[config.mk]
export PLATFORM = sky130hd
export DESIGN_NAME = vmaUnit
export DESIGN_NICKNAME = d
export VERILOG_FILES = /design/src/hdl/vmaPkg.sv /design/src/hdl/vmaUnit.sv /design/src/hdl/vmaStatusPort.sv /design/src/hdl/vmaContext.sv /design/src/hdl/vmaAddrPath.sv
export SDC_FILE = /design/constraint.sdc
export NUM_CORES = 1
export LEC_CHECK = 0
export ABC_CLOCK_PERIOD_IN_PS = 4100
export BUFFER_PORTS_ARGS = -buffer_cell sky130_fd_sc_hd__buf_2
export CAP_MARGIN = 20
export CORE_ASPECT_RATIO = 1.1
export CORE_MARGIN = 2
export CORE_UTILIZATION = 42
export DETAILED_ROUTE_END_ITERATION = 10
export GPL_TIMING_DRIVEN = 1
export PLACE_DENSITY = 0.67
export SLEW_MARGIN = 20
export SYNTH_ARGS = -nofsm -noshare
export SYNTH_HDL_FRONTEND = slang
export SYNTH_SLANG_ARGS = --single-unit
[constraint.sdc]
create_clock -name clk -period 4.1 [get_ports clk]
set_input_delay 0.41 -clock clk [delete_from_list [all_inputs] [get_ports clk]]
set_output_delay 0.41 -clock clk [all_outputs]
set_load 0.03 [all_outputs]
[src/hdl/vmaPkg.sv]
`default_nettype none

package vmaPkg;

  localparam int SecWidth = 5;
  localparam int OffWidth = 18;
  localparam int VmaWidth = SecWidth + OffWidth;
  localparam int MagicWidth = 9;
  localparam int ApbDataWidth = 32;

  typedef logic [SecWidth-1:0] vmaSecT;

  // Bits 13..17 section, 18..35 offset
  typedef struct packed {
    vmaSecT sec;
    logic [OffWidth-1:0] off;
  } vmaAddrT;

  typedef struct packed {
    logic loadVma;
    logic useAd;
    logic vmaInc;
    logic condMagic;
    logic [MagicWidth-1:0] magic;
    logic vmaxEn;
    logic [1:0] vmaxSel;
    logic loadPc;
    logic loadHeld;
    logic selHeld;
    logic vmaExtended;
    logic vmaFetch;
    logic pageUebrRef;
    logic readOrWrite;
  } vmaCtlT;

  typedef struct packed {
    vmaAddrT vma;
    vmaAddrT pc;
    vmaAddrT held;
  } vmaStateT;

  typedef struct packed {
    vmaAddrT adrBrk;
    vmaSecT prevSec;
  } ctxStateT;

  typedef struct packed {
    logic wrAdrBrk;
    logic wrPrevSec;
    logic [VmaWidth-1:0] wdata;
  } ctxWriteT;

  // STATUS readback, acRef is the top bit
  typedef struct packed {
    logic acRef;
    logic localAcAddr;
    logic match;
    logic vmaSecZero;
    logic pcSecZero;
    logic prevSecZero;
  } vmaStatusT;

  localparam logic [7:0] AdrBrkOff = 8'h00;
  localparam logic [7:0] PrevSecOff = 8'h04;
  localparam logic [7:0] VmaOff = 8'h08;
  localparam logic [7:0] PcOff = 8'h0C;
  localparam logic [7:0] HeldOff = 8'h10;
  localparam logic [7:0] StatusOff = 8'h14;

endpackage

`default_nettype wire
[src/hdl/vmaUnit.sv]
`timescale 1ns/1ns
`default_nettype none

module vmaUnit
  import vmaPkg::*;
#(
  parameter int ApbAddrWidth = 8
) (
  input  wire logic                    clk,
  input  wire logic                    rstN,
  input  wire vmaCtlT                  ctl,
  input  wire vmaAddrT                 ad,
  input  wire logic                    psel,
  input  wire logic                    penable,
  input  wire logic                    pwrite,
  input  wire logic [ApbAddrWidth-1:0] paddr,
  input  wire logic [ApbDataWidth-1:0] pwdata,
  output logic [ApbDataWidth-1:0]      prdata,
  output logic                         pready,
  output logic                         pslverr,
  output logic                         acRef,
  output logic                         localAcAddr,
  output logic                         match,
  output vmaAddrT                      heldOrPc
);

  vmaStateT state;
  ctxStateT ctx;
  ctxWriteT wr;

  // Previous section feeds the section mux as well as readback
  vmaAddrPath uAddrPath (
    .clk      (clk),
    .rstN     (rstN),
    .ctl      (ctl),
    .ad       (ad),
    .prevSec  (ctx.prevSec),
    .state    (state),
    .heldOrPc (heldOrPc)
  );

  vmaContext uContext (
    .clk  (clk),
    .rstN (rstN),
    .wr   (wr),
    .ctx  (ctx)
  );

  vmaStatusPort #(
    .ApbAddrWidth (ApbAddrWidth)
  ) uStatusPort (
    .clk         (clk),
    .rstN        (rstN),
    .ctl         (ctl),
    .state       (state),
    .ctx         (ctx),
    .psel        (psel),
    .penable     (penable),
    .pwrite      (pwrite),
    .paddr       (paddr),
    .pwdata      (pwdata),
    .prdata      (prdata),
    .pready      (pready),
    .pslverr     (pslverr),
    .wr          (wr),
    .acRef       (acRef),
    .localAcAddr (localAcAddr),
    .match       (match)
  );

endmodule

`default_nettype wire

[src/hdl/vmaStatusPort.sv]
`timescale 1ns/1ns
`default_nettype none

module vmaStatusPort
  import vmaPkg::*;
#(
  parameter int ApbAddrWidth = 8
) (
  input  wire logic                    clk,
  input  wire logic                    rstN,
  input  wire vmaCtlT                  ctl,
  input  wire vmaStateT                state,
  input  wire ctxStateT                ctx,
  input  wire logic                    psel,
  input  wire logic                    penable,
  input  wire logic                    pwrite,
  input  wire logic [ApbAddrWidth-1:0] paddr,
  input  wire logic [ApbDataWidth-1:0] pwdata,
  output logic [ApbDataWidth-1:0]      prdata,
  output logic                         pready,
  output logic                         pslverr,
  output ctxWriteT                     wr,
  output logic                         acRef,
  output logic                         localAcAddr,
  output logic                         match
);

  logic isLocal;
  logic lowOffZero;
  vmaStatusT status;

  logic setup;
  logic access;
  logic selAdrBrk;
  logic selPrevSec;
  logic selVma;
  logic selPc;
  logic selHeld;
  logic selStatus;
  logic mapped;
  logic writable;
  logic errD;
  logic errQ;
  logic [ApbDataWidth-1:0] readData;

  // Offset bits 18..31 all clear
  assign lowOffZero = state.vma.off[OffWidth-1:4] == '0;
  assign isLocal = !ctl.vmaExtended || ctl.vmaFetch || (state.vma.sec == '0);

  assign acRef = lowOffZero && ctl.pageUebrRef && ctl.readOrWrite && isLocal;
  assign localAcAddr = (state.vma.sec != '0) && isLocal && lowOffZero;
  assign match = ctx.adrBrk == state.vma;

  assign status.acRef = acRef;
  assign status.localAcAddr = localAcAddr;
  assign status.match = match;
  assign status.vmaSecZero = state.vma.sec == '0;
  assign status.pcSecZero = state.pc.sec == '0;
  assign status.prevSecZero = ctx.prevSec == '0;

  // Register decode
  assign selAdrBrk = paddr == ApbAddrWidth'(AdrBrkOff);
  assign selPrevSec = paddr == ApbAddrWidth'(PrevSecOff);
  assign selVma = paddr == ApbAddrWidth'(VmaOff);
  assign selPc = paddr == ApbAddrWidth'(PcOff);
  assign selHeld = paddr == ApbAddrWidth'(HeldOff);
  assign selStatus = paddr == ApbAddrWidth'(StatusOff);

  assign writable = selAdrBrk || selPrevSec;
  assign mapped = writable || selVma || selPc || selHeld || selStatus;

  assign setup = psel && !penable;
  assign access = psel && penable;

  // Error is decided in setup, presented in the access cycle
  assign errD = setup && (pwrite ? !writable : !mapped);

  always_ff @(posedge clk or negedge rstN) begin
    if (!rstN) begin
      errQ <= 1'b0;
    end else begin
      errQ <= errD;
    end
  end

  assign wr.wrAdrBrk = access && pwrite && selAdrBrk;
  assign wr.wrPrevSec = access && pwrite && selPrevSec;
  assign wr.wdata = pwdata[VmaWidth-1:0];

  always_comb begin
    readData = '0;
    if (selAdrBrk) begin
      readData = ApbDataWidth'(ctx.adrBrk);
    end else if (selPrevSec) begin
      readData = ApbDataWidth'(ctx.prevSec);
    end else if (selVma) begin
      readData = ApbDataWidth'(state.vma);
    end else if (selPc) begin
      readData = ApbDataWidth'(state.pc);
    end else if (selHeld) begin
      readData = ApbDataWidth'(state.held);
    end else if (selStatus) begin
      readData = ApbDataWidth'(status);
    end
  end

  // Read data only while a read is in its access cycle
  assign prdata = (access && !pwrite) ? readData : '0;
  assign pready = 1'b1;
  assign pslverr = errQ;

endmodule

`default_nettype wire

[src/hdl/vmaContext.sv]
`timescale 1ns/1ns
`default_nettype none

module vmaContext
  import vmaPkg::*;
(
  input  wire logic     clk,
  input  wire logic     rstN,
  input  wire ctxWriteT wr,
  output ctxStateT      ctx
);

  vmaAddrT adrBrkQ;
  vmaSecT prevSecQ;

  // Address break, full section and offset
  always_ff @(posedge clk or negedge rstN) begin
    if (!rstN) begin
      adrBrkQ <= '0;
    end else if (wr.wrAdrBrk) begin
      adrBrkQ <= vmaAddrT'(wr.wdata);
    end
  end

  // Previous context section, low bits of the write data
  always_ff @(posedge clk or negedge rstN) begin
    if (!rstN) begin
      prevSecQ <= '0;
    end else if (wr.wrPrevSec) begin
      prevSecQ <= wr.wdata[SecWidth-1:0];
    end
  end

  assign ctx.adrBrk = adrBrkQ;
  assign ctx.prevSec = prevSecQ;

endmodule

`default_nettype wire

[src/hdl/vmaAddrPath.sv]
`timescale 1ns/1ns
`default_nettype none

module vmaAddrPath
  import vmaPkg::*;
(
  input  wire logic    clk,
  input  wire logic    rstN,
  input  wire vmaCtlT  ctl,
  input  wire vmaAddrT ad,
  input  wire vmaSecT  prevSec,
  output vmaStateT     state,
  output vmaAddrT      heldOrPc
);

  vmaAddrT vmaQ;
  vmaAddrT pcQ;
  vmaAddrT heldQ;

  logic [OffWidth-1:0] adderOff;
  logic [OffWidth-1:0] loadOff;
  logic [OffWidth-1:0] nextOff;
  vmaSecT nextSec;

  // Magic-number adder, PC offset plus magic or plus one
  always_comb begin
    if (ctl.condMagic) begin
      adderOff = pcQ.off + OffWidth'(ctl.magic);
    end else if (ctl.vmaInc) begin
      adderOff = pcQ.off + OffWidth'(1);
    end else begin
      adderOff = pcQ.off;
    end
  end

  // Data bus or adder
  always_comb begin
    if (ctl.useAd) begin
      loadOff = ad.off;
    end else begin
      loadOff = adderOff;
    end
  end

  // Load, count or hold
  always_comb begin
    if (ctl.loadVma) begin
      nextOff = loadOff;
    end else if (ctl.vmaInc) begin
      nextOff = vmaQ.off + OffWidth'(1);
    end else begin
      nextOff = vmaQ.off;
    end
  end

  // Extended-section source mux
  always_comb begin
    if (ctl.vmaxEn) begin
      case (ctl.vmaxSel)
        2'd0: nextSec = vmaQ.sec;
        2'd1: nextSec = pcQ.sec;
        2'd2: nextSec = prevSec;
        default: nextSec = ad.sec;
      endcase
    end else if (ctl.useAd) begin
      nextSec = ad.sec;
    end else begin
      nextSec = vmaQ.sec;
    end
  end

  always_ff @(posedge clk or negedge rstN) begin
    if (!rstN) begin
      vmaQ <= '0;
    end else begin
      vmaQ.sec <= nextSec;
      vmaQ.off <= nextOff;
    end
  end

  // PC and held both capture the current VMA
  always_ff @(posedge clk or negedge rstN) begin
    if (!rstN) begin
      pcQ <= '0;
    end else if (ctl.loadPc) begin
      pcQ <= vmaQ;
    end
  end

  always_ff @(posedge clk or negedge rstN) begin
    if (!rstN) begin
      heldQ <= '0;
    end else if (ctl.loadHeld) begin
      heldQ <= vmaQ;
    end
  end

  always_comb begin
    if (ctl.selHeld) begin
      heldOrPc = heldQ;
    end else begin
      heldOrPc = pcQ;
    end
  end

  assign state.vma = vmaQ;
  assign state.pc = pcQ;
  assign state.held = heldQ;

endmodule

`default_nettype wire

==> results.md <==
- Status: finished clean
- Main synth FF type: dfrtp_1
- Crit-path cells: xor2_1, nor4_1, nand4_1, nor3_1, nand3_1, a221oi_1, buf_2
- Max Clock Freq: 312.2 MHz
- Largest net degree at the start of global routing: 74
- Top cells by area, synth: dfrtp_1 36%, mux2_2 17%, xnor2_1 3.9%
- Tcrit/Tclk final: 78.12%
- Row count: 48
- Die ar.: 0.01704 sq mm
- Diode count: 0
- Cell variety after synth: 59
- Slowest stage delay, CP: 0.58 ns
- Via count: 5,874
- Chip Height: 136.7 um
- Slew margin rel.: 37.69%
- Max Buffers Root-to-Sink: 2
- PwrDens: 431.1 mW/mm^2
- Dpl cells: 985
- Final Hold Viols: 0
- Total GRT Usage: 22.92%
- Critical Path Start: uAddrPath.state[58]
- Setup TNS: 0 ns
- CTS clock-pin slew for the worst setup and hold paths: roughly 0.08 ns
- Starting Density: 42.91%
- Final HPWL DP: 14,190 um
- Synthesized area: ~0.0067 sq mm
- Final Non-Filler Cells: approximately 1,000
- Number of synthesized flops with an enable pin: 0
- Setup-failing EPs final: 0
- Crit. End Element: output pin
- Tightest Hold Check Type: in -> async
- Post CTS Setup Buffer Count: 0
- Hold buffer count at CTS: 0
- CTS Sinks: 98
- Final WL: 19,270 um
- Crit path launch type: register
- Mapped Cells: approximately 700
- Worst-Skew Late Latency: 0.35 ns
- Max-slew violations: 0
- Port Buffers: between 100 and 150
- Routability cong.: a little over 0.9
- Number of gates resized after cts: 0
- First-pass GRT wire length: approximately 31,000 um
- Core area: 0.01568 sq mm
- Worst EP arrival: 2.79 ns
- Die X: 124.7 um
- FF+latch count, synth: 98
- IO Pins: 151
- H-Tree Depth: 3
- Critical Path Sink: prdata[3]
- Routed wire per std cell: between 15 and 20 um
- CP Class: reg -> out
- Syn Area/Cell: 9.637 sq um
- Drc violations: 0
- Grt total ovfl: 0
- R2R cell count: 7
- Asr flop ratio synth: 100.0%
- Critical Path RT: 3.69 ns
- Layout cells sized above 1: 33.71%
- R2R Path Start: uAddrPath.state[24]
- Number of global-route vias before repair: 5,771
- Biggest area consumer among synthesized cells: dfrtp_1
- Clk root buf: clkbuf_16
- Reg-to-reg slack, setup: 1.36 ns
- Worst Max-Slew Pin Slew: 0.9346 ns
- Synthesis warning total: 0
- Initial DRC Count: 414
- Crit path max fanout: 11
- Area grow syn2layout: 15.38%
- Most instantiated cells after synthesis: 101 x mux2_2, 98 x dfrtp_1, 59 x nand2_1
- VDD IR max: 0.2341 mV
- Total CTS buffers: 9
- Max-cap violations: 0
- Skew final: 0.007475 ns
- Final ANT Viol Nets: 0
- RSZ-0062 raised after global routing: false
- DR pass1 iterations: 5
- FF-to-FF End: uAddrPath.state[57]
- Critical path's slowest cell: dfrtp_1
- Count leader, synth: mux2_2
- Yosys top cell area share: 36.46%
- Lkg Pwr: 3.344 nW
- Crit path time final: ~3.2 ns
- CTS tree: built
- Register area share after synthesis: 36.46%
- Nets: 902
- DR vias/cell: 5.868
- Antenna violations before repair: 0
[area by class of cell]
type                    instances  area [sq um]
flip-flops and latches         98          2452
repair buffers                140         725.7
fillers                      1504          7914
clock buffers                   9         225.2
clock inverters                 7         83.83
multi-input cells             538          3990
well taps                     200         250.2
inverters                       9         33.78
[flip-flops by register name, summed over array words and instances (netlist names)]
register / cells
uStatusPort.pslverr: 1
uContext.ctx: 23
uAddrPath.state: 69
uContext.prevSecQ: 5
[critical path, delay by kind of cell (launching register included)]
| kind | cells | cell delay (ns) |
|---|---|---|
| AND/OR/NAND/NOR | 4 | 1.02 |
| flip-flops | 1 | 0.58 |
| AO/OA/AOI/OAI | 1 | 0.32 |
| buffers and inverters | 1 | 0.27 |
| XOR/XNOR | 1 | 0.26 |
[per-layer routing]
layer / track usage (%) / up-vias / share of wire (%)
li1: - / 2749 / -
met1: 30.67 / 2863 / 44
met2: 38.22 / 219 / 47
met3: 3.479 / 43 / 5.9
met4: 7.865 / 0 / 2.7
met5: 0 / - / 0
[worst min path at each step]
stage | startpoint | endpoint | cells past startpoint
after floorplan | rstN | uAddrPath.state[0] | 0
after global placement | uAddrPath.state[15] | uAddrPath.state[15] | 1
after detailed placement | uAddrPath.state[18] | uAddrPath.state[18] | 1
after CTS | rstN | uContext.ctx[25] | 1
after global routing | penable | uStatusPort.pslverr | 2
final | rstN | uContext.ctx[25] | 1
[cell usage in the layout, fill, tap and decap left out, drive strengths merged, types with 9 or more instances in the layout]
cell type / count
nand3: 16
xnor2: 30
o22ai: 9
xor2: 27
nor4: 10
clkbuf: 9
nand4: 15
o21ai: 41
dfrtp: 98
ha: 14
buf: 140
a222oi: 17
mux2: 101
conb: 10
mux2i: 12
inv: 13
nand2: 59
nor3: 22
nor2: 34
a21oi: 46
[per-stage QoR]
stage	setup WS, ns	power [mW]	hold slack, ns	area (sq um)	util (%)
2_1_floorplan	0.7897	2.117	0.1144	6756	-
3_3_place_gp	0.9920	2.435	0.5134	7452	47.54
3_5_place_dp	0.9782	2.451	0.5184	7452	47.54
4_1_cts	0.9093	3.344	0.2308	7761	49.51
5_1_grt	0.7554	3.529	0.2642	7761	49.51
6_report	0.8969	3.346	0.1956	7761	49.51
[report_power, final]
part	switching [mW]	internal, mW	total, mW
Clock	0.413	0.486	0.899
Combinational	0.573	0.463	1.04
Sequential	0.291	1.12	1.41
Total	1.28	2.07	3.35
[cell families (layout without fill, tap and decap cells)]
| logic type | count (synthesis) | count (layout) | synth area share [%] |
|---|---|---|---|
| fa+ha+maj | 16 | 16 | 3.051 |
| xor+xnor | 57 | 57 | 7.422 |
| simple gates | 187 | 187 | 14.73 |
| mux | 113 | 113 | 18.69 |
| buf+inv | 70 | 165 | 4.799 |
| compound gates | 155 | 155 | 14.73 |
| flops | 98 | 98 | 36.46 |
| other cells | 2 | 10 | 0.1116 |
No activity file was read; power rests on OpenSTA's default activity.
